File: src/instQueue.sv
module instQueue #(
    parameter type entryT     = logic [63:0],
    parameter int  queueDepth = 4
) (
    input  logic                        clk,
    input  logic                        rst,
    input  logic                        push,
    input  entryT                       pushEntry,
    input  logic                        pop,
    input  logic                        flush,
    output logic                        valid,
    output entryT                       headEntry,
    output logic [$clog2(queueDepth):0] freeCount
);
    localparam int ptrWidth = $clog2(queueDepth);
    localparam int cntWidth = ptrWidth + 1;

    entryT                slots [queueDepth];
    logic [ptrWidth-1:0]  rdPtr;
    logic [ptrWidth-1:0]  wrPtr;
    logic [cntWidth-1:0]  count;
    logic                 full;
    logic                 doPush;
    logic                 doPop;

    assign full      = count == cntWidth'(queueDepth);
    assign valid     = count != '0;
    assign headEntry = slots[rdPtr];
    assign freeCount = cntWidth'(queueDepth) - count;

    assign doPush = push && !full && !flush;
    assign doPop  = pop && valid;

    always_ff @(posedge clk) begin
        if (rst || flush) begin
            rdPtr <= '0;
            wrPtr <= '0;
            count <= '0;
        end else begin
            // pointers wrap naturally, depth is a power of two
            if (doPush) begin
                wrPtr <= wrPtr + 1'b1;
            end
            if (doPop) begin
                rdPtr <= rdPtr + 1'b1;
            end
            case ({doPush, doPop})
                2'b10:   count <= count + 1'b1;
                2'b01:   count <= count - 1'b1;
                default: count <= count;
            endcase
        end
    end

    always_ff @(posedge clk) begin
        if (doPush) begin
            slots[wrPtr] <= pushEntry;
        end
    end

endmodule

File: config.mk
export PLATFORM = sky130hd
export DESIGN_NAME = instQueue
export DESIGN_NICKNAME = d
export VERILOG_FILES = /design/src/instQueue.sv
export SDC_FILE = /design/constraint.sdc
export NUM_CORES = 1
export LEC_CHECK = 0
export BUFFER_PORTS_ARGS = -buffer_cell sky130_fd_sc_hd__buf_2
export CORE_MARGIN = 3
export CORE_UTILIZATION = 57
export CTS_CLUSTER_DIAMETER = 150
export DETAILED_ROUTE_END_ITERATION = 16
export PLACE_DENSITY = 0.79
export SLEW_MARGIN = 25
export SYNTH_ARGS = -nofsm -noshare
export SYNTH_HDL_FRONTEND = slang
export SYNTH_SLANG_ARGS = --single-unit
File: constraint.sdc
create_clock -name clk -period 10.95 [get_ports clk]
set_input_delay 1.095 -clock clk [delete_from_list [all_inputs] [get_ports clk]]
set_output_delay 1.095 -clock clk [all_outputs]
set_load 0.005 [all_outputs]
Word level (Yosys, flattened, before mapping)
Memory sizes are Yosys's and may differ from the RTL's. A register that Yosys moved wholly into a read port is not among the register bits.
Cells that the tools add are included.
- bits in registers: 7
- bits in writable memories: 256
- input port bits: 69
- memories kept: 1
- $add $sub $neg: 5
- eq/ne operators: 3
- mux-type cells: 5
- reduce and logical (&&, ||, !) cells: 8
- memory list (memory ; words ; bits a word ; read ports ; clocked after memory_dff ; wr ports ; RTL line ; source):
    slots ; 4 ; 64 ; 1 ; 1 ; 1 ; 18 ; entryT slots [queueDepth];
- operator list (operator ; number):
    $pmux 3 s2 ; 1
    $add 2x1->2 const B ; 2
    $mux 2 ; 2
    $add 3x1->3 const B ; 1
    $eq 3x3->1 const B ; 1
    $logic_and 1x1->1 ; 3
    $reduce_bool 3->1 ; 1
    $sub 3x1->3 const B ; 1
    $sub 3x3->3 const A ; 1
    $eq 2x1->1 const B ; 1
    $eq 2x2->1 const B ; 1
    $logic_not 1->1 ; 2
    $mux 1 ; 2
    $reduce_bool 2->1 ; 1
    $logic_or 1x1->1 ; 1

Logic depth before layout (Yosys ltp)
Gate-level depths: netlist (run 1).
- depth in word-level cells: 6
- depth in mapped cells: 11
- gate-level depth less buffers: 11

Worst setup path before layout (run 1)
OpenSTA, ideal clock, no wires.
- path type: in2reg
- start: input port flush
- end: memory slots[2][0] in the netlist's numbering (enable)
- arrival: 7198 ps
- data required time: 10305 ps
- path slack: 3107 ps
- stages on the path: 1
- buffers on the path: 0
- path through: nor4bb_1
- word-level cells in the longest chain between the ends: 4
- RTL lines (what ; RTL line ; source):
    from (decl) ; 10 ; input logic flush,
    $logic_not 1->1 ; 31 ; assign doPush = push && !full && !flush;
    $logic_and 1x1->1 ; 31 ;
    $mux 1 ; 56 ; if (doPush) begin
    $mux 1 (implied by the code) ; 57 ; slots[wrPtr] <= pushEntry;
    to (decl) ; 18 ;
No other way between the ends.

==> results of run 1 <==
-- final timing paths --
kind / endpoint / startpoint / depth (start not counted)
max: headEntry[46] / register / 3
min reg2reg: count[1] / count[1] / 2
max reg2reg: slots[3][11] / count[0] / 5
min: count[1] / count[1] / 2
-- cell type report --
cell class,instances,share of cell area (%)
flip-flops and latches,265,68.1
repair buffers,139,6.08
diodes,2,0.0433
clock inverters,15,1.63
well taps,220,2.38
clock buffers,33,6.21
multi-input cells,100,15.3
inverters,9,0.292
-- through the flow --
step                      cell area, sq um  power [mW]  worst slack [ns]  hold WS (ns)  util, %
after floorplan                       9820        1.19              3.11         0.459        -
after global placement               10700        1.22              7.49         0.475     63.8
after detailed placement             10700        1.23              7.49         0.488     63.8
after CTS                            11600        2.15              6.93         0.498     69.2
after global routing                 11600        2.19              6.79         0.533     69.2
final                                11600        2.12              7.05         0.501     69.3
-- where the power goes --
part / total (mW) / switching (mW) / internal (mW)
combinational: 0.0725 / 0.0380 / 0.0345
clock: 0.915 / 0.355 / 0.560
sequential: 1.14 / 0.00540 / 1.13
total: 2.12 / 0.398 / 1.72
-- critical path, cell delays in order, from the launching register on --
cell	delay, ns
sky130_fd_sc_hd__dfxtp_4	0.70
sky130_fd_sc_hd__buf_4	0.72
sky130_fd_sc_hd__mux4_1	0.70
sky130_fd_sc_hd__buf_2	0.16
-- synthesized netlist by cell type, types with 3 or more instances --
library cell	instances	area share, %
sky130_fd_sc_hd__nor2_1	8	0.31
sky130_fd_sc_hd__inv_1	9	0.34
sky130_fd_sc_hd__edfxtp_1	256	78
sky130_fd_sc_hd__mux4_2	60	14
sky130_fd_sc_hd__buf_2	6	0.31
sky130_fd_sc_hd__ha_1	8	1.0
sky130_fd_sc_hd__buf_12	6	1.2
sky130_fd_sc_hd__and2_1	3	0.19
sky130_fd_sc_hd__mux4_1	4	1.1
sky130_fd_sc_hd__dfxtp_1	9	1.8
sky130_fd_sc_hd__xor2_1	3	0.27
-- cells by family (layout without fill, tap and decap cells) --
| family | after synthesis | after routing |
|---|---|---|
| fa+ha+maj | 9 | 9 |
| flops | 265 | 265 |
| other cells | 0 | 2 |
| simple gates | 18 | 18 |
| compound gates | 3 | 3 |
| mux | 65 | 65 |
| buf+inv | 25 | 196 |
| xor+xnor | 5 | 5 |
-- sequential cells by signal, summed over array words and instances, names as in the netlist, named ones only --
signal / cells
count: 3
rdPtr: 2
slots: 256
wrPtr: 2
-- layer usage --
metal,vias up,GRT usage [%]
met1,2308,26.2
met2,149,29.6
met5,-,0
li1,1949,-
met4,6,4.82
met3,32,4.24
==> impl_metrics.csv, run 1 <==
group,metric,value,unit
sta,grt_setup_unrepaired,"false",
floorplan,start_util,58.8,%
clocking,cts_htree_levels,1,
route,avgRoutedWirePerCell,21.9,um
place,placedCellCount,733,
place,io_buffer_count,136,
status,run_status,"finished, final reports clean",
route,total_routed_length,17100,um
route,top_sig_layer,"met5",
worst_setup_path,crit_path_end_kind,"primary output",
synth,post_synth_inst_count,390,
clocking,cts_sinks,265,
route,wirelength_met1,6920,um
sta,timing.final.crit_share,35.6,%
synth,synth-edff-count,256,
sta,report.final.slew_viol_count,0,
clocking,worst_skew_pair.late_latency,0.51,ns
floorplan,fp.dieH,137,um
route,routed-wl-met2,8590,um
synth,mappedNetlistNets,468,
finish,number_of_nets_at_the_end_of_the_flow,619,
sta,worst_slew_margin_rel,35.1,%
route,routed-wl-met3,1220,um
synth,synth_top_family_by_area,"multiplexers",
synth,asyncSetResetFlopFracSynth,0,%
power,power.density_cell_area,184,nW/um^2
worst_setup_path,criticalPathCategory,"reg2out",
synth,post_synth_num_cell_types,26,
clocking,cts.repair.resized,0,
sta,peak_freq,257,MHz
clocking,cts_made_buffers,26,
worst_setup_path,worstPathArrival,2.80,ns
finish,multi_input_gate_area,1770,sq um
finish,post_route_cells_drive_above_1_share,44.4,%
floorplan,die_area,18800,sq um
grt,grt_remaining_overflow,0,
synth,ys_seq_area_share,80.1,%
finish,layout.cells.most_common_list,"256 x sky130_fd_sc_hd__edfxtp_1, 136 x sky130_fd_sc_hd__buf_2, 60 x sky130_fd_sc_hd__mux4_2",
route,post_drt_via_cell_ratio,5.68,
finish,synthToLayoutAreaGrowth,17.7,%
synth,synthMuxAreaShare,14.9,%
synth,ys.flop_type,"sky130_fd_sc_hd__edfxtp_1",
synth,synth-seq-cells,265,
clocking,cts_root_buf,"sky130_fd_sc_hd__clkbuf_16",
flow_run,max_cap_viols,0,
synth,synth-adder-area-share,1.22,%
finish,final_cells,783,
grt,first_pass_grt_wire_length,25900,um
floorplan,dieWidth,137,um
power,leakagePower,3.86,nW
synth,compound_gate_fraction_of_synth_area,0.153,%
place,globalplace.congestion,0.752,
floorplan,ioPinCount,137,
grt,pin_count_of_the_biggest_net_entering_global_routing,65,
route,total_number_of_vias,4444,
clocking,tritoncts_clock_tree,"yes",
route,route.detailed.drc,0,
worst_setup_path,regToRegSetupSlack,8.16,ns
sta,setup_viol,0,
finish,most_common_cell_after_layout_fill_and_taps_aside,"sky130_fd_sc_hd__edfxtp_1",
clocking,clock_path_buffers,3,
worst_setup_path,critical_path.max_fanout,39,
worst_setup_path,timing.critical_path.required,9.86,ns
worst_setup_path,critical_path.startpoint_type,"register",
grt,vias_in_the_first_global_route,4666,
place,hpwl,9820,um
route,ant_nets,0,
synth,yosys.area_share.simple,1.01,%
grt,global_route.usage.total,18.5,%
sta,setup_tns,0,ns
synth,synth_xor_xnor_area_share,0.446,%
finish,area.sequential,7880,sq um
worst_hold_path,hold_path.class,"reg2reg",
route,drt_iter0_markers,287,
sta,worst_clock_skew,0.0129,ns
clocking,clkSlewWorstSetupHoldPaths,0.06,ns
clocking,holdBufCountCts,0,
floorplan,coreArea,16700,sq um
route,first_pass_iteration_count_of_the_detailed_router,5,
grt,grt_antenna_before_repair,4,
power,irDropWorstVdd,0.135,mV
synth,post_synth_instance_area,9820,sq um
sta,layout_min_cycle_time,3.90,ns
floorplan,fp-row-count,47,
clocking,post-cts-setup-buffer-count,0,
sta,worst-slew-pin-transition,0.974,ns
finish,nFillCells,1046,
synth,number_of_warnings_issued_by_yosys,0,
synth,syn-mean-instance-area,25.2,sq um
sta,final_hold_viol_count,0,
Power figures use the tool's default switching activity.
==> run 2: changes to the inputs <==
--- a/config.mk
+++ b/config.mk
@@ -7,10 +7,10 @@
 export LEC_CHECK = 0
 export BUFFER_PORTS_ARGS = -buffer_cell sky130_fd_sc_hd__buf_2
 export CORE_MARGIN = 3
-export CORE_UTILIZATION = 57
+export CORE_UTILIZATION = 51
 export CTS_CLUSTER_DIAMETER = 150
 export DETAILED_ROUTE_END_ITERATION = 16
-export PLACE_DENSITY = 0.79
+export PLACE_DENSITY = 0.75
 export SLEW_MARGIN = 25
 export SYNTH_ARGS = -nofsm -noshare
 export SYNTH_HDL_FRONTEND = slang
==> constraint.sdc (replaced) <==
create_clock -name clk -period 3.5 [get_ports clk]
set_input_delay 0.35 -clock clk [delete_from_list [all_inputs] [get_ports clk]]
set_output_delay 0.35 -clock clk [all_outputs]
set_load 0.005 [all_outputs]
==> run 2 against run 1 <==
Count of clock-buffer cells in the layout grew 1. Cell count increased by 5.5%. Critical path depth unchanged. Sequential power grew to 3.1 times the previous value. Critical endpoint is now headEntry[58].
==> impl_metrics.csv, run 2 (synthesis gave the netlist of run 1 again) <==
group,metric,value,unit
finish,biggest_register,"slots",
sta,worst_slew_margin_rel,37.3,%
route,routed-wl-met2,8470,um
finish,largest_reg_flops,256,
clocking,cts_root_buf,"sky130_fd_sc_hd__clkbuf_16",
worst_setup_path,critical_path.startpoint_type,"register",
floorplan,dieWidth,145,um
clocking,holdBufCountCts,0,
clocking,cts_htree_levels,1,
sta,layout_min_cycle_time,2.73,ns
finish,most_common_cell_after_layout_fill_and_taps_aside,"sky130_fd_sc_hd__edfxtp_1",
worst_setup_path,timing.critical_path.required,3.15,ns
floorplan,ioPinCount,137,
route,routed-wl-met3,1330,um
route,first_pass_iteration_count_of_the_detailed_router,4,
floorplan,die_area,21000,sq um
route,top_sig_layer,"met5",
place,hpwl,10700,um
route,avgRoutedWirePerCell,21.2,um
worst_setup_path,crit_path_end_kind,"primary output",
route,drt_iter0_markers,273,
sta,setup_tns,0,ns
sta,timing.final.crit_share,78.0,%
finish,biggestRegsByFlops,"slots: 256 flops, count: 3 flops",
sta,setup_viol,0,
grt,grt_antenna_before_repair,4,
grt,first_pass_grt_wire_length,27000,um
flow_run,max_cap_viols,0,
sta,worst-slew-pin-transition,0.941,ns
clocking,clock_path_buffers,3,
power,power.density_cell_area,552,nW/um^2
route,wirelength_met1,7320,um
floorplan,coreArea,18800,sq um
finish,post-route-util,61.7,%
clocking,cts.repair.resized,0,
grt,pin_count_of_the_biggest_net_entering_global_routing,65,
finish,number_of_nets_at_the_end_of_the_flow,623,
sta,final_hold_viol_count,0,
finish,post_route_cells_drive_above_1_share,44.4,%
floorplan,fp.dieH,145,um
route,post_drt_via_cell_ratio,5.44,
floorplan,start_util,52.2,%
route,total_number_of_vias,4493,
clocking,post-cts-setup-buffer-count,0,
grt,global_route.usage.total,16.9,%
power,irDropWorstVdd,0.341,mV
route,route.detailed.drc,0,
sta,grt_setup_unrepaired,"false",
finish,multi_input_gate_area,1770,sq um
sta,worst_clock_skew,0.0118,ns
finish,synthToLayoutAreaGrowth,18.3,%
sta,peak_freq,366,MHz
finish,nFillCells,1301,
finish,layout.cells.most_common_list,"256 x sky130_fd_sc_hd__edfxtp_1, 136 x sky130_fd_sc_hd__buf_2, 60 x sky130_fd_sc_hd__mux4_2",
clocking,cts_sinks,265,
clocking,worst_skew_pair.late_latency,0.52,ns
worst_setup_path,criticalPathCategory,"reg2out",
place,globalplace.congestion,0.828,
power,leakagePower,3.87,nW
worst_hold_path,hold_path.class,"in2reg",
route,total_routed_length,17500,um
clocking,cts_made_buffers,26,
sta,report.final.slew_viol_count,0,
worst_setup_path,critical_path.max_fanout,30,
grt,vias_in_the_first_global_route,4787,
clocking,clkSlewWorstSetupHoldPaths,0.06,ns
status,run_status,"finished, final reports clean",
route,ant_nets,0,
place,io_buffer_count,136,
floorplan,fp-row-count,50,
grt,grt_remaining_overflow,0,
worst_setup_path,worstPathArrival,2.38,ns
finish,area.sequential,7880,sq um
clocking,tritoncts_clock_tree,"yes",
==> run 2: changes by cell type in the layout (fill, tap and decap cells not counted), sizes merged <==
cell / previous run / this run
diode: 2 / 1
buf: 139 / 143
clkbuf: 33 / 34
bufinv: 4 / 1
clkinv: 7 / 10
clkinvlp: 3 / 2
==> run 2: where the power goes <==
part	leakage (nW)	switching (mW)	internal [mW]
registers	2.40	0.0166	3.53
clock network	0.410	1.08	1.55
logic	1.06	0.125	0.113
total	3.87	1.23	5.19
==> run 2: layer usage <==
layer	vias up	GRT usage (%)
met5	-	0
met4	6	4.42
met3	37	4.67
met2	150	26.7
met1	2341	23.8
li1	1959	-
==> run 2: worst max-delay path, stage by stage (launching register included) <==
cell                      delay (ns)
sky130_fd_sc_hd__dfxtp_4        0.76
sky130_fd_sc_hd__buf_4          0.38
sky130_fd_sc_hd__mux4_1         0.58
sky130_fd_sc_hd__buf_2          0.14
==> run 2: layout make-up <==
cell class	instances	share of cell area (%)
sequential	265	67.8
clock buffer	34	6.30
clock inverter	14	0.862
timing repair buffer	143	6.74
inverter	9	0.291
tap	260	2.80
antenna	1	0.0215
multi-input combinational	100	15.2
==> run 2: stage by stage <==
stage | instance area, sq um | instances | setup WS, ns | power (mW) | hold slack [ns]
after floorplan | 9840 | 390 | 0.0323 | 3.72 | 0.449
after global placement | 10800 | 777 | 0.974 | 3.85 | 0.483
after detailed placement | 10800 | 777 | 0.758 | 3.86 | 0.499
after CTS | 11600 | 825 | 0.674 | 6.48 | 0.0260
after global routing | 11600 | 826 | 0.573 | 6.63 | 0.0337
final | 11600 | 826 | 0.771 | 6.42 | 0.0459
==> run 2: final timing paths <==
| path | from | end | slack (ns) | cells past startpoint |
|---|---|---|---|---|
| min reg2reg | count[1] | count[1] | 0.51 | 2 |
| max reg2reg | count[0] | count[2] | 0.79 | 11 |
| min | pushEntry[9] | slots[0][9] | 0.05 | 1 |
| max | register | headEntry[58] | 0.77 | 3 |
==> run 3: changes to the inputs <==
--- a/config.mk
+++ b/config.mk
@@ -7,10 +7,10 @@
 export LEC_CHECK = 0
 export BUFFER_PORTS_ARGS = -buffer_cell sky130_fd_sc_hd__buf_2
 export CORE_MARGIN = 3
-export CORE_UTILIZATION = 51
+export CORE_UTILIZATION = 57
 export CTS_CLUSTER_DIAMETER = 150
 export DETAILED_ROUTE_END_ITERATION = 16
-export PLACE_DENSITY = 0.75
+export PLACE_DENSITY = 0.79
 export SLEW_MARGIN = 25
 export SYNTH_ARGS = -nofsm -noshare
 export SYNTH_HDL_FRONTEND = slang
==> constraint.sdc (replaced) <==
create_clock -name clk -period 2.85 [get_ports clk]
set_input_delay 0.285 -clock clk [delete_from_list [all_inputs] [get_ports clk]]
set_output_delay 0.285 -clock clk [all_outputs]
set_load 0.005 [all_outputs]
==> run 3 against run 2 <==
Global-route usage grew 2.8 points. Utilization rose by 12 points. Design area increased by 5.6%. Critical path depth unchanged.
==> impl_metrics.csv, run 3 (synthesis gave the netlist of run 1 again) <==
group,metric,value,unit
status,run_status,"finished, final reports clean",
clocking,cts_sinks,265,
power,power.share.switching,18.8,%
place,hpwl,10900,um
clocking,worst_skew_pair.late_latency,0.52,ns
finish,post_route_cells_drive_above_1_share,40.7,%
finish,area.sequential,7880,sq um
grt,grt_antenna_before_repair,0,
sta,timing.final.crit_share,89.1,%
worst_hold_path,hold-path-cell-count,1,
power,power.density_cell_area,652,nW/um^2
worst_setup_path,crit_path_end_kind,"primary output",
finish,biggestRegsByFlops,"slots: 256 flops, count: 3 flops",
floorplan,ioPinCount,137,
sta,report.final.slew_viol_count,0,
sta,peak_freq,394,MHz
floorplan,fp.dieH,137,um
sta,layout_min_cycle_time,2.54,ns
worst_setup_path,timing.critical_path.required,2.57,ns
power,leakagePower,4.16,nW
place,placedCellCount,742,
place,globalplace.congestion,0.749,
worst_hold_path,whs_endpoint,"slots[1][4]",
power,power.internal,6.49,mW
clocking,cts_root_buf,"sky130_fd_sc_hd__clkbuf_16",
clocking,clock_path_buffers,3,
finish,largest_reg_flops,256,
route,total_routed_length,18300,um
power,irDropWorstVdd,0.495,mV
floorplan,fp-row-count,47,
worst_setup_path,regToRegSetupSlack,0.44,ns
power,power_frac_seq,54.5,%
worst_setup_path,criticalPathCategory,"reg2out",
floorplan,dieWidth,137,um
route,drt_iter0_markers,362,
route,total_number_of_vias,4709,
worst_setup_path,r2r-end,"count[2]",
worst_hold_path,holdCritStartpoint,"pushEntry[4]",
finish,multi_input_gate_area,1790,sq um
finish,final_cells,852,
grt,grt_remaining_overflow,0,
flow_run,max_cap_viols,0,
clocking,cts_made_buffers,26,
place,io_buffer_count,136,
finish,layout.cells.most_common_list,"256 x sky130_fd_sc_hd__edfxtp_1, 136 x sky130_fd_sc_hd__buf_2, 62 x sky130_fd_sc_hd__dlygate4sd3_1",
clocking,tritoncts_clock_tree,"yes",
grt,global_route.usage.total,19.7,%
floorplan,start_util,58.8,%
clocking,clkSlewWorstSetupHoldPaths,0.06,ns
worst_setup_path,rr_worst_depth,10,
grt,pin_count_of_the_biggest_net_entering_global_routing,65,
sta,worst-slew-pin-transition,0.520,ns
finish,nFillCells,951,
finish,synthToLayoutAreaGrowth,24.9,%
sta,timing.hold.ws,0.0130,ns
finish,biggest_register,"slots",
worst_setup_path,worstPathArrival,2.25,ns
grt,first_pass_grt_wire_length,27800,um
sta,worst_slew_margin_rel,65.3,%
finish,post-route-util,73.4,%
finish,antenna_cells,0,
route,avgRoutedWirePerCell,21.4,um
finish,most_common_cell_after_layout_fill_and_taps_aside,"sky130_fd_sc_hd__edfxtp_1",
floorplan,coreArea,16700,sq um
route,ant_nets,0,
worst_hold_path,hold_path.class,"in2reg",
power,p_total,8.00,mW
sta,setup_viol,0,
grt,vias_in_the_first_global_route,4976,
route,route.detailed.drc,0,
power,total_switching_power,1.51,mW
worst_setup_path,regToRegStartpoint,"count[1]",
sta,final_hold_viol_count,0,
sta,worst_clock_skew,0.0132,ns
sta,grt_setup_unrepaired,"false",
finish,number_of_nets_at_the_end_of_the_flow,690,
floorplan,die_area,18800,sq um
power,power_share_of_the_combinational_group,4.5,%
worst_setup_path,critical_path.startpoint_type,"register",
worst_setup_path,critical_path.max_fanout,25,
power,p_clk_share,40.9,%
route,post_drt_via_cell_ratio,5.53,
route,first_pass_iteration_count_of_the_detailed_router,4,
clocking,cts_htree_levels,1,
-- run 3: cell types whose count changed in the layout (fill, tap and decap cells not counted), sizes merged, moves of 2 or more --
| cell | before | now |
|---|---|---|
| buf | 143 | 148 |
| clkinv | 10 | 12 |
| clkinvlp | 2 | 0 |
| dlygate4sd3 | 0 | 62 |
-- run 3: worst max-delay path by stage --
stage             start           end  slack, ns  cells after the start
3_5_place_dp   count[1]      count[2]       0.45                     11
4_1_cts        register  headEntry[7]       0.25                      3
5_1_grt        register  headEntry[7]       0.16                      3
6_report       register  headEntry[7]       0.31                      3
2_1_floorplan  count[0]   slots[2][0]      -0.47                      4
3_3_place_gp   count[1]      count[2]       0.62                     11
-- run 3: worst max-delay path, stage by stage, from the launching register on --
cell and delay, ns:
sky130_fd_sc_hd__dfxtp_4 0.68, sky130_fd_sc_hd__buf_4 0.34, sky130_fd_sc_hd__mux4_2 0.56, sky130_fd_sc_hd__buf_2 0.15
-- run 3: metrics by stage --
stage          setup TNS [ns]  area, sq um  worst slack, ns
2_1_floorplan          -30.08         9870           -0.470
3_3_place_gp                0        10800            0.622
3_5_place_dp                0        10800            0.448
4_1_cts                     0        12300            0.252
5_1_grt                     0        12300            0.165
6_report                    0        12300            0.310
-- run 3: power groups by stage --
| stage | sequential, mW | clock [mW] | combinational [mW] |
|---|---|---|---|
| 5_1_grt | 4.36 | 3.49 | 0.395 |
| 2_1_floorplan | 4.44 | 0 | 0.133 |
| 4_1_cts | 4.36 | 3.35 | 0.366 |
| 3_3_place_gp | 4.44 | 0 | 0.281 |
| 3_5_place_dp | 4.44 | 0 | 0.295 |
| 6_report | 4.36 | 3.27 | 0.361 |
-- run 3: repair_timing --
action / 4_1_cts / 5_1_grt
setup buffers: 0 / 0
hold endpoints to repair: 248 / 0
hold buffers: 62 / 0
resized for setup: 0 / 0
-- run 3: routing by layer --
| metal | GRT usage (%) | share of wire [%] | up-vias |
|---|---|---|---|
| met5 | 0 | 0 | - |
| met4 | 4.38 | 1.9 | 0 |
| met3 | 3.43 | 5.6 | 23 |
| met2 | 33.0 | 52 | 172 |
| met1 | 27.8 | 41 | 2420 |
| li1 | - | - | 2094 |
-- run 3: final cells by class --
| cell class | count | area share (%) |
|---|---|---|
| multi-input combinational | 100 | 14.6 |
| sequential | 265 | 64.2 |
| tap | 220 | 2.24 |
| inverter | 9 | 0.275 |
| clock buffer | 34 | 5.89 |
| clock inverter | 14 | 0.918 |
| timing repair buffer | 210 | 11.9 |
