`config.mk`:
```
export PLATFORM = sky130hd
export DESIGN_NAME = memCtrl
export DESIGN_NICKNAME = d
export VERILOG_FILES = /design/src/memPkg.sv /design/src/memCtrl.sv
export SDC_FILE = /design/constraint.sdc
export NUM_CORES = 1
export LEC_CHECK = 0
export BUFFER_PORTS_ARGS = -buffer_cell sky130_fd_sc_hd__buf_2
export CORE_MARGIN = 4
export CORE_UTILIZATION = 45
export CTS_CLUSTER_DIAMETER = 50
export DETAILED_ROUTE_END_ITERATION = 10
export PLACE_DENSITY = 0.82
export RECOVER_POWER = 25
export SYNTH_ARGS = -nofsm -noshare
export SYNTH_HDL_FRONTEND = slang
export SYNTH_SLANG_ARGS = --single-unit
```
`constraint.sdc`:
```
create_clock -name clk -period 4.5 [get_ports clk]
set_clock_uncertainty 0.2 [all_clocks]
set_input_delay 0.225 -clock clk [delete_from_list [all_inputs] [get_ports clk]]
set_output_delay 0.225 -clock clk [all_outputs]
set_load 0.05 [all_outputs]
```
`src/memPkg.sv`:
```
package memPkg;

    typedef logic [31:0] addrT;
    typedef logic [31:0] wordT;
    typedef logic [7:0]  byteT;

    // value is the byte count
    typedef enum logic [2:0] {
        lenByte = 3'd1,
        lenHalf = 3'd2,
        lenWord = 3'd4
    } accLenE;

    typedef enum logic {
        accLoad  = 1'b0,
        accStore = 1'b1
    } accDirE;

    // load/store request from the data side
    typedef struct packed {
        accDirE dir;
        accLenE len;
        addrT   addr;
        wordT   wdata;
    } dataReqT;

    // one fetched instruction and where it came from
    typedef struct packed {
        addrT pc;
        wordT inst;
    } fetchEntryT;

    localparam addrT pcStep = 32'd4;

endpackage

```
`src/memCtrl.sv`:
```
module memCtrl #(
    parameter int ramAddrWidth = 12
) (
    input  logic                    clk,
    input  logic                    rst,
    input  logic                    ready,

    input  logic                    fetchEn,
    input  memPkg::addrT            fetchAddr,
    output logic                    fetchDone,
    output memPkg::wordT            fetchInst,

    input  logic                    dataEn,
    input  memPkg::dataReqT         dataReq,
    output logic                    dataDone,
    output memPkg::wordT            dataRdata,

    output logic [ramAddrWidth-1:0] ramAddr,
    output logic                    ramWe,
    output memPkg::byteT            ramWdata,
    input  memPkg::byteT            ramRdata
);
    import memPkg::*;

    typedef enum logic [1:0] {
        ownNone,
        ownFetch,
        ownData
    } ownerE;

    ownerE                   owner;
    logic [2:0]              stage;
    logic [ramAddrWidth-1:0] lastAddr;
    wordT                    rdBuf;
    wordT                    assembled;

    logic       busy;
    logic       isStore;
    logic       writing;
    logic       reading;
    logic       lastStage;
    logic       finish;
    logic       accept;
    logic       abandon;
    logic       capture;
    logic [2:0] xferLen;
    logic [1:0] capIdx;
    addrT       baseAddr;
    addrT       curAddr;

    assign busy    = owner != ownNone;
    assign isStore = dataReq.dir == accStore;
    assign writing = (owner == ownData) && isStore;
    assign reading = busy && !writing;

    // fetches are always a full word
    assign xferLen  = (owner == ownFetch) ? 3'(lenWord) : 3'(dataReq.len);
    assign baseAddr = (owner == ownFetch) ? fetchAddr : dataReq.addr;
    assign curAddr  = baseAddr + addrT'(stage);

    // stores finish on the last write, reads one stage later
    // when the final byte sits on ramRdata
    assign lastStage = writing ? (stage == xferLen - 3'd1) : (stage == xferLen);
    assign finish    = busy && ready && lastStage;
    assign dataDone  = finish && (owner == ownData);
    assign fetchDone = finish && (owner == ownFetch);

    // idle arbitration, data side first
    assign accept  = ready && !busy && (dataEn || fetchEn);
    assign abandon = (owner == ownFetch) && !fetchEn;

    // byte read at stage-1 arrives now
    assign capture = ready && reading && (stage != 3'd0);
    assign capIdx  = 2'(stage - 3'd1);

    // repeat the last address while frozen or idle, so the
    // byte in flight is still on ramRdata when ready returns
    assign ramAddr  = (ready && busy) ? curAddr[ramAddrWidth-1:0] : lastAddr;
    assign ramWe    = ready && writing;
    assign ramWdata = dataReq.wdata[8*stage[1:0] +: 8];

    // little-endian assembly with the live byte merged in
    always_comb begin
        assembled = rdBuf;
        if (stage != 3'd0) begin
            assembled[8*capIdx +: 8] = ramRdata;
        end
    end

    assign fetchInst = assembled;
    assign dataRdata = assembled;

    always_ff @(posedge clk) begin
        if (rst) begin
            owner    <= ownNone;
            stage    <= '0;
            lastAddr <= '0;
        end else begin
            lastAddr <= ramAddr;
            if (abandon) begin
                // fetcher gave up, drop the partial word
                owner <= ownNone;
                stage <= '0;
            end else if (accept) begin
                owner <= dataEn ? ownData : ownFetch;
                stage <= '0;
            end else if (ready && busy) begin
                if (lastStage) begin
                    owner <= ownNone;
                    stage <= '0;
                end else begin
                    stage <= stage + 3'd1;
                end
            end
        end
    end

    // cleared on accept so short loads come out zero-extended
    always_ff @(posedge clk) begin
        if (accept) begin
            rdBuf <= '0;
        end else if (capture) begin
            rdBuf[8*capIdx +: 8] <= ramRdata;
        end
    end

endmodule

```
* Word-level counts from Yosys, hierarchy flattened
Cells that the tools add are included.
Word-level totals: bits of input ports 113, register bits 49, logic and storage cells 50
Cells by class: add/sub/neg operators 5, equality and inequality tests 4, reduce and logical (&&, ||, !) cells 23, shift-type cells 3, muxes and demuxes 11
Operators by type and width (count):
- 5-bit negation with 34-bit output | 1
- 8-bit by 34-bit variable shift with 32-bit output, first input constant | 1
- 8-bit by 34-bit variable part select with 32-bit output | 1
- 32-bit bitwise mux | 1
- 32-bit 2-to-1 mux | 1
- 32-bit by 6-bit variable part select with 8-bit output | 1
- 12-bit 2-to-1 mux | 2
- 12-bit by 3-bit adder with 12-bit output | 1
- 1-bit logical AND | 12
- 2-bit 2-to-1 mux | 4
- 3-bit equality test | 2
- 3-bit 2-to-1 mux | 2
- 2-bit nonzero test | 3
- 3-bit by 1-bit adder with 3-bit output, second input constant | 1
- 1-bit logical NOT | 3
- 3-bit nonzero test | 1
- 3-bit OR reduction | 1
- 3-bit by 1-bit subtractor with 3-bit output, second input constant | 1
- 2-bit by 1-bit equality test with 1-bit output, second input constant | 1
- 2-bit equality test, second input constant | 1
- 2-bit AND reduction | 1
- 2-bit OR reduction | 1
- 2-bit by 1-bit subtractor with 2-bit output, second input constant | 1
- 1-bit logical OR | 1
- 1-bit 2-to-1 mux | 1

* Logic depth before layout (Yosys ltp)
Gate-level depths: netlist (run 1).
depth after elaboration 8, gate-level depth with buffers 10, mapped depth without buffers 8

* Worst setup path before layout (run 1)
No wires, ideal clock.
path kind reg2out, from register owner[0], to output ramAddr[7], arrival 3.585 ns, stages on the path, launching flop included 11, slack 0.490 ns, path buffers 2, cells stage by stage dfxtp_1 nand2b_1 buf_6 clkbuf_1 mux2_2 ha_1 and3_1 a211oi_1 or3_1 xnor2_1 o21ai_0
Between the ends: word-level cells in the longest chain between the ends 4, elaborated cells on any way between the ends 6
Ends and longest elaborated chain:
- start, declared | RTL line memCtrl.sv:31 | ownerE owner;
- start signal, assigned | RTL line memCtrl.sv:95 | owner <= ownNone;
- start signal, assigned | RTL line memCtrl.sv:102 | owner <= ownNone;
- start signal, assigned | RTL line memCtrl.sv:105 | owner <= dataEn ? ownData : ownFetch;
- 2-bit by 1-bit equality test with 1-bit output | RTL line memCtrl.sv:58 | assign baseAddr = (owner == ownFetch) ? fetchAddr : dataReq.addr;
- 12-bit 2-to-1 mux | RTL line memCtrl.sv:58
- 12-bit by 3-bit adder with 12-bit output | RTL line memCtrl.sv:59 | assign curAddr = baseAddr + addrT'(stage);
- 12-bit 2-to-1 mux (*) | RTL line memCtrl.sv:78 | assign ramAddr = (ready && busy) ? curAddr[ramAddrWidth-1:0] : lastAddr;
- end, declared | RTL line memCtrl.sv:18 | output logic [ramAddrWidth-1:0] ramAddr,
Mark *: on every way between the ends. The rest lies on a longest branch, timed or not.

* Worst setup path after layout (run 1)
from register owner[1], to output fetchDone
Between the ends: word-level cells in the longest chain between the ends 7, elaborated cells on any way between the ends 12
Ends and longest elaborated chain:
- 2-bit by 1-bit equality test with 1-bit output | RTL line memCtrl.sv:57, memCtrl.sv:66
- 3-bit 2-to-1 mux | RTL line memCtrl.sv:57 | assign xferLen = (owner == ownFetch) ? 3'(lenWord) : 3'(dataReq.len);
- 3-bit by 1-bit subtractor with 3-bit output | RTL line memCtrl.sv:63 | assign lastStage = writing ? (stage == xferLen - 3'd1) : (stage == xferLen);
- 3-bit equality test | RTL line memCtrl.sv:63
- 1-bit 2-to-1 mux | RTL line memCtrl.sv:63
- 1-bit logical AND | RTL line memCtrl.sv:64 | assign finish = busy && ready && lastStage;
- 1-bit logical AND (*) | RTL line memCtrl.sv:66 | assign fetchDone = finish && (owner == ownFetch);
- end, declared | RTL line memCtrl.sv:10 | output logic fetchDone,
Marks and branches as above.

==> results by group, run 1 <==
Run status
  • Run status: completed

Setup path
  • CP required: 4.07 ns
  • Worst Setup Start Kind: register
  • Crit path to: fetchDone
  • Worst Path Max Fanout: 20
  • CP delay by family, top: simple AND/OR/NAND/NOR gates
  • Crit path max-delay cell type: dfxtp_1
  • Worst R2R Path Depth: 8
  • Critical path class: reg2out
  • Reg-to-reg endpoint: rdBuf[22]
  • Number of cells on the critical path: 10
  • Reg-to-Reg Start: stage[1]
  • CP endpoint kind: output port
  • Crit path buffers/inverters: 2
  • FF-to-FF setup slack: 0.97 ns
  • Critical Path AT: 3.63 ns
  • Crit-path cells: nand2b_1 > buf_4 > nand2_1 > ha_1 > nand3b_1 > a21oi_1 > a221oi_1 > nor3b_1 > and3b_1 > buf_2
  • Critical Path Source: owner[1]
  • CP peak stage delay: 0.70 ns

Synthesis
  • Adder-cell share of the synthesized area: 0.0454
  • Post-synthesis sequential area ratio: 0.282
  • Share of the synthesized area in the top cell type: 0.282
  • Largest family of logic cells by synthesized area: compound AO/OA/AOI/OAI gates
  • Avg Inst Size Synth: 8.19 µm²
  • Primary FF master, synth: dfxtp_1
  • Synth async-reset ratio: 0
  • Mux cell area share after synthesis: 0.107
  • Netlist Area Pre-Place: 3470 µm²
  • Yosys cell types: 48
  • Post-synthesis compound-gate area fraction: 0.240
  • Yosys reg bits: 49
  • Most common cell in the netlist: dfxtp_1
  • XOR/XNOR Fraction of Synth Area: 0.0101
  • Post-synth EDFFs: 0
  • Post-Syn Nets: 549
  • Cell count after synthesis: 424
  • Area leader, netlist: dfxtp_1
  • Top area cells in the synthesized netlist: dfxtp_1, buf_4, a22o_1
  • Commonest cells post-synth: dfxtp_1, nor2_1, nand2_1
  • YS warnings: 0
  • Synth Area in Simple Gates: 0.205

Power
  • Clock power frac: 0.265
  • Peak supply drop: 0.193 mV
  • Gate power share: 0.296
  • Sequential share of power: 0.438
  • Sw Pwr: 0.000380 W
  • Switching Fraction: 0.369
  • Static Leak: 1.97 nW
  • Internal cell power: 0.000650 W
  • PwrDens: 251 nW/µm²

Die
  • Die W: 95.9 µm
  • Number of core rows: 31
  • Total die area: 9190 µm²
  • # IOs: 200
  • Core area: 7370 µm²
  • Initial core utilization: 0.471
  • Die Ht: 95.9 µm

GRT
  • Initial antenna violation count: 0
  • GRT Util Overall: 0.209
  • First-pass GRT wire length: 15500 µm
  • Grt total ovfl: 0
  • Pin count of the biggest net entering global routing: 35
  • Vias in the first global route: 3314

Drt
  • Met2 WL post-DR: 5180 µm
  • Routed Antenna Nets: 0
  • Drc violations: 0
  • Drt first pass iters: 5
  • DR WL/cell: 16.1 µm
  • Final wirelength: 10100 µm
  • Drt first-iter violations: 231
  • Total number of vias: 3633
  • Max layer used: met4
  • Routed wl met3: 834 µm
  • Via-per-instance ratio: 5.77
  • Detailed-routing wirelength on met1: 3980 µm

Timing
  • Max-slew headroom: 0.187
  • Fin Hold WS: 0.0877 ns
  • Unrepaired setup endpoints after global routing: false
  • Setup TNS: 0 ns
  • Slew Viols, Final: 0
  • Final hold vios: 0
  • Worst Tran Pin Value: 1.22 ns
  • Fin crit period: 4.05 ns
  • Final period util: 0.900
  • Final setup viols: 0
  • Max Clk Rate: 0.247 GHz

Layout
  • Filler cells: 687
  • Core Util, Final: 0.558
  • Fin area: 4110 µm²
  • Synthesis-to-layout area growth: 18.4%
  • # diodes: 0
  • Nets: 655
  • Non-filler instance count after layout: 630
  • Proportion of layout cells with a drive suffix above 1: 0.309

Placement
  • Cell count after placement: 622
  • DP Wirelength: 7630 µm
  • Routability Congestion: 0.846
  • Post-DP Area: 4050 µm²
  • I/O Buffers: 159

Flow run
  • Max-cap viol count: 0

Clocking
  • Hold-fix buffer count after cts: 0
  • # resized after CTS: 0
  • CTS tree: yes
  • Clock buffer depth: 2
  • Reg clk slew, reported paths: 0.09 ns
  • Num CTS Buffers: 5
  • Root buf cell: clkbuf_8
  • Setup repair bufs after CTS: 0
  • Later-pin clock latency in the skew report: 0.30 ns
  • CTS H-Tree Depth: 2
  • Clk sinks: 49

Hold path
  • Worst hold path class: in2reg
-- layout make-up --
class | instances | area (µm²) | share of cell area
multi-input combinational | 308 | 2110 | 0.513
sequential | 49 | 981 | 0.238
timing repair buffer | 163 | 791 | 0.192
tap | 99 | 124 | 0.0301
clock buffer | 5 | 68.8 | 0.0167
clock inverter | 3 | 26.3 | 0.00639
inverter | 3 | 11.3 | 0.00274
-- through the flow --
stage	total power [W]	setup slack (ns)
floorplan	0.000688	0.490
detailed placement	0.000767	0.807
global placement	0.000759	0.947
CTS	0.00104	0.460
global route	0.00108	0.156
finish	0.00103	0.448
-- cell families after synthesis --
kind of cell | after synthesis
mux | 26
simple gates | 148
buf+inv | 67
flops | 49
compound gates | 118
fa+ha+maj | 12
xor+xnor | 4
-- layout by cell type (no fill, tap or decap), types with 5 or more instances in the layout --
cell type and n:
mux4_2 8, nand2b_1 6, a32oi_1 8, buf_2 137, mux2_2 5, clkbuf_8 5, mux2i_1 12, and3_1 7
a22oi_1 25, ha_1 11, dfxtp_1 49, o21ai_0 9, nand2_1 44, clkbuf_1 24, a21oi_1 25, nor2b_1 10
nand3_1 10, a31oi_1 12, nor2_1 47, or3_1 5, a22o_1 24
-- power by group through the flow --
stage | Sequential, W | Combinational, W | Clock, W
CTS | 0.000452 | 0.000306 | 0.000278
finish | 0.000452 | 0.000305 | 0.000273
floorplan | 0.000456 | 0.000232 | 0
global route | 0.000453 | 0.000329 | 0.000297
detailed placement | 0.000462 | 0.000305 | 0
global placement | 0.000461 | 0.000298 | 0
-- worst min path at each step --
stage	endpoint	depth (start not counted)	slack (ns)	from
after floorplan	lastAddr[2]	1	0.1	rst
after global placement	lastAddr[4]	2	0.25	lastAddr[4]
after detailed placement	lastAddr[8]	2	0.26	lastAddr[8]
after CTS	lastAddr[2]	2	0.07	rst
after global routing	lastAddr[2]	2	0.08	rst
final	lastAddr[2]	2	0.09	rst
-- registers in the layout, summed over array words and instances, names as in the netlist --
signal and count:
lastAddr 12, rdBuf 32, stage 3, owner 2
-- per-layer routing --
layer / up-vias / track usage
li1: 1729 / -
met1: 1730 / 0.257
met2: 160 / 0.375
met3: 14 / 0.0274
met4: 0 / 0.0664
met5: - / 0
No activity file was read; power rests on OpenSTA's default activity.
==> run 2, diff against run 1 <==
--- a/config.mk
+++ b/config.mk
@@ -9,5 +9,5 @@
 export CORE_MARGIN = 4
 export CORE_UTILIZATION = 45
-export CTS_CLUSTER_DIAMETER = 50
+export CTS_CLUSTER_DIAMETER = 40
 export DETAILED_ROUTE_END_ITERATION = 10
 export PLACE_DENSITY = 0.82
==> constraint.sdc (replaced) <==
create_clock -name clk -period 4.5 [get_ports clk]
set_clock_uncertainty 0.2 [all_clocks]
set_input_delay 0 -clock clk [delete_from_list [all_inputs] [get_ports clk]]
set_output_delay 0 -clock clk [all_outputs]
set_load 0.05 [all_outputs]
==> run 2 against run 1 <==
Net effect:
- via count is 3.0% higher
- non-clock buffer count is 15 higher
- sequential power hardly changed
- register-to-register slack better by 0.15 ns
- wire length is 4.0% higher
- total power is 0.85% higher
- core utilization is 1.9 points higher
- worst setup slack better by 0.19 ns
==> results by group, run 2 (synthesized netlist as in run 1, its figures left out) <==
Flow run
  • Max-cap viol count: 0

Clocking
  • Root buf cell: clkbuf_8
  • Reg clk slew, reported paths: 0.09 ns
  • Num CTS Buffers: 5
  • CTS tree: yes
  • Setup repair bufs after CTS: 0
  • Clk sinks: 49
  • Later-pin clock latency in the skew report: 0.30 ns
  • # resized after CTS: 0
  • Clock buffer depth: 2
  • CTS H-Tree Depth: 2

Setup path
  • Worst Path Max Fanout: 20
  • Crit path max-delay cell type: dfxtp_1
  • Critical Path AT: 3.66 ns
  • CP delay by family, top: compound AO/OA/AOI/OAI gates
  • CP required: 4.30 ns
  • Critical path class: reg2out
  • Crit-path cells: nand2b_1 > mux2_2 > ha_1 > and3_1 > a211oi_1 > or3_1 > xnor2_1 > o21ai_0 > buf_2
  • Crit path buffers/inverters: 1
  • CP peak stage delay: 0.70 ns
  • CP endpoint kind: output port
  • Worst Setup Start Kind: register

Power
  • Peak supply drop: 0.169 mV
  • Sequential share of power: 0.434
  • Gate power share: 0.306
  • Static Leak: 1.99 nW
  • PwrDens: 244 nW/µm²
  • Clock power frac: 0.261
  • Sw Pwr: 0.000380 W
  • Switching Fraction: 0.365
  • Internal cell power: 0.000660 W

Layout
  • Commonest non-fill, non-tap cell in the layout: buf_2
  • Filler cells: 664
  • Sequential Area: 981 µm²
  • Register with the most flip-flops: rdBuf
  • Largest regs: rdBuf (32), lastAddr (12), stage (3)
  • Most frequent cells in the layout: buf_2, dfxtp_1, nor2_1
  • Max reg flops: 32
  • Proportion of layout cells with a drive suffix above 1: 0.286
  • Fin area: 4260 µm²
  • # diodes: 0
  • Synthesis-to-layout area growth: 22.5%
  • Area of the multi-input gates: 2110 µm²
  • Nets: 670

Timing
  • Final period util: 0.859
  • Final hold vios: 0
  • Fin crit period: 3.86 ns
  • Setup TNS: 0 ns
  • Unrepaired setup endpoints after global routing: false
  • Max-slew headroom: 0.174
  • Slew Viols, Final: 0
  • Max Clk Rate: 0.259 GHz
  • Final setup viols: 0
  • Worst Tran Pin Value: 1.24 ns

Placement
  • Routability Congestion: 0.851
  • DP Wirelength: 7640 µm
  • Post-DP Area: 4050 µm²
  • I/O Buffers: 159

Die
  • Initial core utilization: 0.471
  • Core area: 7370 µm²
  • Number of core rows: 31
  • Total die area: 9190 µm²
  • Die W: 95.9 µm
  • Die Ht: 95.9 µm
  • # IOs: 200

Drt
  • Via-per-instance ratio: 5.80
  • Drt first pass iters: 5
  • Final wirelength: 10500 µm
  • Total number of vias: 3743
  • DR WL/cell: 16.3 µm
  • Drt first-iter violations: 307
  • Drc violations: 0
  • Routed Antenna Nets: 0

GRT
  • First-pass GRT wire length: 16100 µm
  • Vias in the first global route: 3439
  • Grt total ovfl: 0
  • Pin count of the biggest net entering global routing: 35
  • GRT Util Overall: 0.219
  • Initial antenna violation count: 0

Hold path
  • Worst hold path class: in2reg

Run status
  • Run status: completed
==> run 2: power by group through the flow <==
stage          registers (W)  clock network, W  logic [W]
5_1_grt             0.000452          0.000294   0.000343
6_report            0.000451          0.000271   0.000318
3_5_place_dp        0.000461                 0   0.000305
4_1_cts             0.000451          0.000277   0.000317
3_3_place_gp        0.000460                 0   0.000299
2_1_floorplan       0.000456                 0   0.000232
==> run 2: path summary, 6_finish.rpt <==
check               from  cells past startpoint  slack (ns)      endpoint
max             owner[1]                      9        0.64    ramAddr[7]
min reg2reg  lastAddr[5]                      2        0.27   lastAddr[5]
min          dataReq[43]                      4        0.01  lastAddr[11]
max reg2reg     owner[1]                      8        1.12  lastAddr[11]
==> run 2: final cells by class <==
type / instances / area share
Multi-Input combinational cell: 308 / 0.496
Timing Repair Buffer: 178 / 0.219
Sequential cell: 49 / 0.230
Clock inverter: 3 / 0.00617
Tap cell: 99 / 0.0291
Clock buffer: 5 / 0.0162
Inverter: 3 / 0.00265
==> run 2: tightest hold or removal path, stage by stage <==
cell	delay, ns
buf_2	0.08
mux2_2	0.14
o211ai_1	0.10
a31oi_1	0.14
==> run 2: stage by stage <==
| step | total power (W) | cells | worst slack, ns | hold WS, ns | utilization |
|---|---|---|---|---|---|
| 2_1_floorplan | 0.000688 | 424 | 0.592 | -0.128 | - |
| 3_3_place_gp | 0.000759 | 622 | 1.17 | 0.162 | 0.550 |
| 3_5_place_dp | 0.000766 | 622 | 1.08 | 0.161 | 0.550 |
| 4_1_cts | 0.00104 | 645 | 0.738 | 0.00540 | 0.583 |
| 5_1_grt | 0.00109 | 645 | 0.466 | 0.0214 | 0.578 |
| 6_report | 0.00104 | 645 | 0.635 | 0.0127 | 0.578 |
==> run 2: repair_timing <==
action | CTS | global route
hold endpoints to repair | 48 | 0
hold buffers | 15 | 0
endpoints found under the setup margin | 0 | 0
==> run 2: metal layers <==
metal,GRT usage,part of all wire,vias to the layer above
li1,-,-,1762
met1,0.266,0.39,1754
met2,0.389,0.50,197
met3,0.0321,0.086,30
met4,0.0818,0.028,0
met5,0,0,-
==> run 3, diff against run 2 <==
- CELL_PAD_IN_SITES_DETAIL_PLACEMENT: not set -> 0
- CELL_PAD_IN_SITES_GLOBAL_PLACEMENT: not set -> 1
- CORE_UTILIZATION: 45 -> 31
- PLACE_DENSITY: 0.82 -> not set
- PLACE_DENSITY_LB_ADDON: not set -> 0.1
==> run 3 against run 2 <==
Net effect:
- total power up 2.4%
- sequential power about the same
- highest routed layer unchanged
- wire length up 5.2%
- fmax up 5.6%
- clock power up 5%
- worst setup slack better by 0.21 ns
- via count down 3.5%
- die area up 41%
==> results by group, run 3 (synthesized netlist as in run 1, its figures left out) <==
Placement
  • DP Wirelength: 8120 µm
  • Cell count after placement: 666
  • I/O Buffers: 159
  • Routability Congestion: 0.708

Drt
  • Via-per-instance ratio: 5.20
  • Drt first pass iters: 4
  • Drt first-iter violations: 171
  • Drc violations: 0
  • Final wirelength: 11100 µm
  • Routed Antenna Nets: 0
  • Total number of vias: 3613
  • DR WL/cell: 16.0 µm

Layout
  • Non-filler instance count after layout: 695
  • Synthesis-to-layout area growth: 26.3%
  • Largest regs: rdBuf (32), lastAddr (12), stage (3)
  • # diodes: 0
  • Commonest non-fill, non-tap cell in the layout: buf_2
  • Nets: 679
  • Max reg flops: 32
  • Register with the most flip-flops: rdBuf
  • Proportion of layout cells with a drive suffix above 1: 0.286
  • Filler cells: 1169
  • Most frequent cells in the layout: buf_2, dfxtp_1, nor2_1
  • Core Util, Final: 0.403

Die
  • # IOs: 200
  • Die Ht: 114 µm
  • Total die area: 13000 µm²
  • Core area: 10900 µm²
  • Number of core rows: 38
  • Initial core utilization: 0.319
  • Die W: 114 µm

Power
  • PwrDens: 242 nW/µm²
  • Peak supply drop: 0.211 mV
  • Static Leak: 2.03 nW

Flow run
  • Max-cap viol count: 0

Timing
  • Fin crit period: 3.66 ns
  • Worst Tran Pin Value: 1.16 ns
  • Max Clk Rate: 0.273 GHz
  • Fin Hold WS: 0.0166 ns
  • Setup TNS: 0 ns
  • Final setup viols: 0
  • Max-slew headroom: 0.229
  • Final hold vios: 0
  • Unrepaired setup endpoints after global routing: false
  • Slew Viols, Final: 0
  • Final period util: 0.813

Setup path
  • Crit-path cells: clkbuf_1 > ha_1 > and3_1 > a211oi_1 > or3_1 > or4_1 > nand3_1 > buf_2
  • FF-to-FF setup slack: 1.26 ns
  • Worst Setup Start Kind: register
  • CP peak stage delay: 0.86 ns
  • CP endpoint kind: output port
  • Critical Path AT: 3.46 ns
  • Critical path class: reg2out
  • Worst Path Max Fanout: 19
  • CP required: 4.30 ns
  • Crit path max-delay cell type: clkbuf_1

GRT
  • First-pass GRT wire length: 17400 µm
  • Grt total ovfl: 0
  • Pin count of the biggest net entering global routing: 35
  • GRT Util Overall: 0.166
  • Initial antenna violation count: 0
  • Vias in the first global route: 3529

Clocking
  • Clk sinks: 49
  • Num CTS Buffers: 5
  • Root buf cell: clkbuf_8
  • Clock buffer depth: 2
  • Reg clk slew, reported paths: 0.10 ns
  • CTS tree: yes
  • Later-pin clock latency in the skew report: 0.31 ns
  • CTS H-Tree Depth: 2

Run status
  • Run status: completed

Hold path
  • Worst hold path class: in2reg
## run 3: cell count changes in the layout (fill, tap and decap cells not counted), sizes merged
| cell | change |
|---|---|
| dlygate4sd3 | +6 |
| buf | +3 |
| clkinvlp | -1 |
| inv | +1 |
## run 3: final timing paths
path / startpoint / to / depth (start not counted)
max: stage[0] / ramAddr[11] / 8
min: fetchAddr[9] / lastAddr[9] / 5
max reg2reg: stage[0] / lastAddr[11] / 7
min reg2reg: lastAddr[4] / lastAddr[4] / 2
## run 3: critical path, delay by kind of cell (launching register included)
family	cells	cell delay (ns)
and+or+nand+nor	4	1.25
buffers and inverters	2	1.12
DFF	1	0.34
adders and majority gates	1	0.33
AOI/OAI and AO/OA	1	0.10
## run 3: report_power, final
group	total, W	internal [W]	switching, W
sequential	0.000448	0.000442	0.00000542
combinational	0.000332	0.000112	0.000220
clock	0.000284	0.000114	0.000170
## run 3: metrics by stage
| step | area [µm²] | power, W | setup WS, ns |
|---|---|---|---|
| 4_1_cts | 4430 | 0.00108 | 0.844 |
| 3_3_place_gp | 4130 | 0.000775 | 1.26 |
| 2_1_floorplan | 3470 | 0.000688 | 0.592 |
| 3_5_place_dp | 4130 | 0.000777 | 1.22 |
| 6_report | 4390 | 0.00106 | 0.842 |
| 5_1_grt | 4390 | 0.00113 | 0.505 |
## run 3: layout make-up
| class | instances | area (µm²) | area share |
|---|---|---|---|
| flip-flops and latches | 49 | 981 | 0.223 |
| multi-input cells | 308 | 2110 | 0.481 |
| clock buffers | 5 | 68.8 | 0.0157 |
| clock inverters | 3 | 25.0 | 0.00570 |
| repair buffers | 187 | 1020 | 0.231 |
| inverters | 3 | 11.3 | 0.00257 |
| well taps | 140 | 175 | 0.0399 |
## run 3: what timing repair did
action	in CTS	in global routing
setup buffers	0	0
resized for setup	0	0
hold endpoints to repair	49	0
hold buffers	21	0
## run 3: metal layers
metal / vias up / track usage / share of wire
li1: 1785 / - / -
met1: 1713 / 0.216 / 0.45
met2: 110 / 0.291 / 0.48
met3: 5 / 0.0271 / 0.059
met4: 0 / 0.0309 / 0.0075
met5: - / 0 / 0
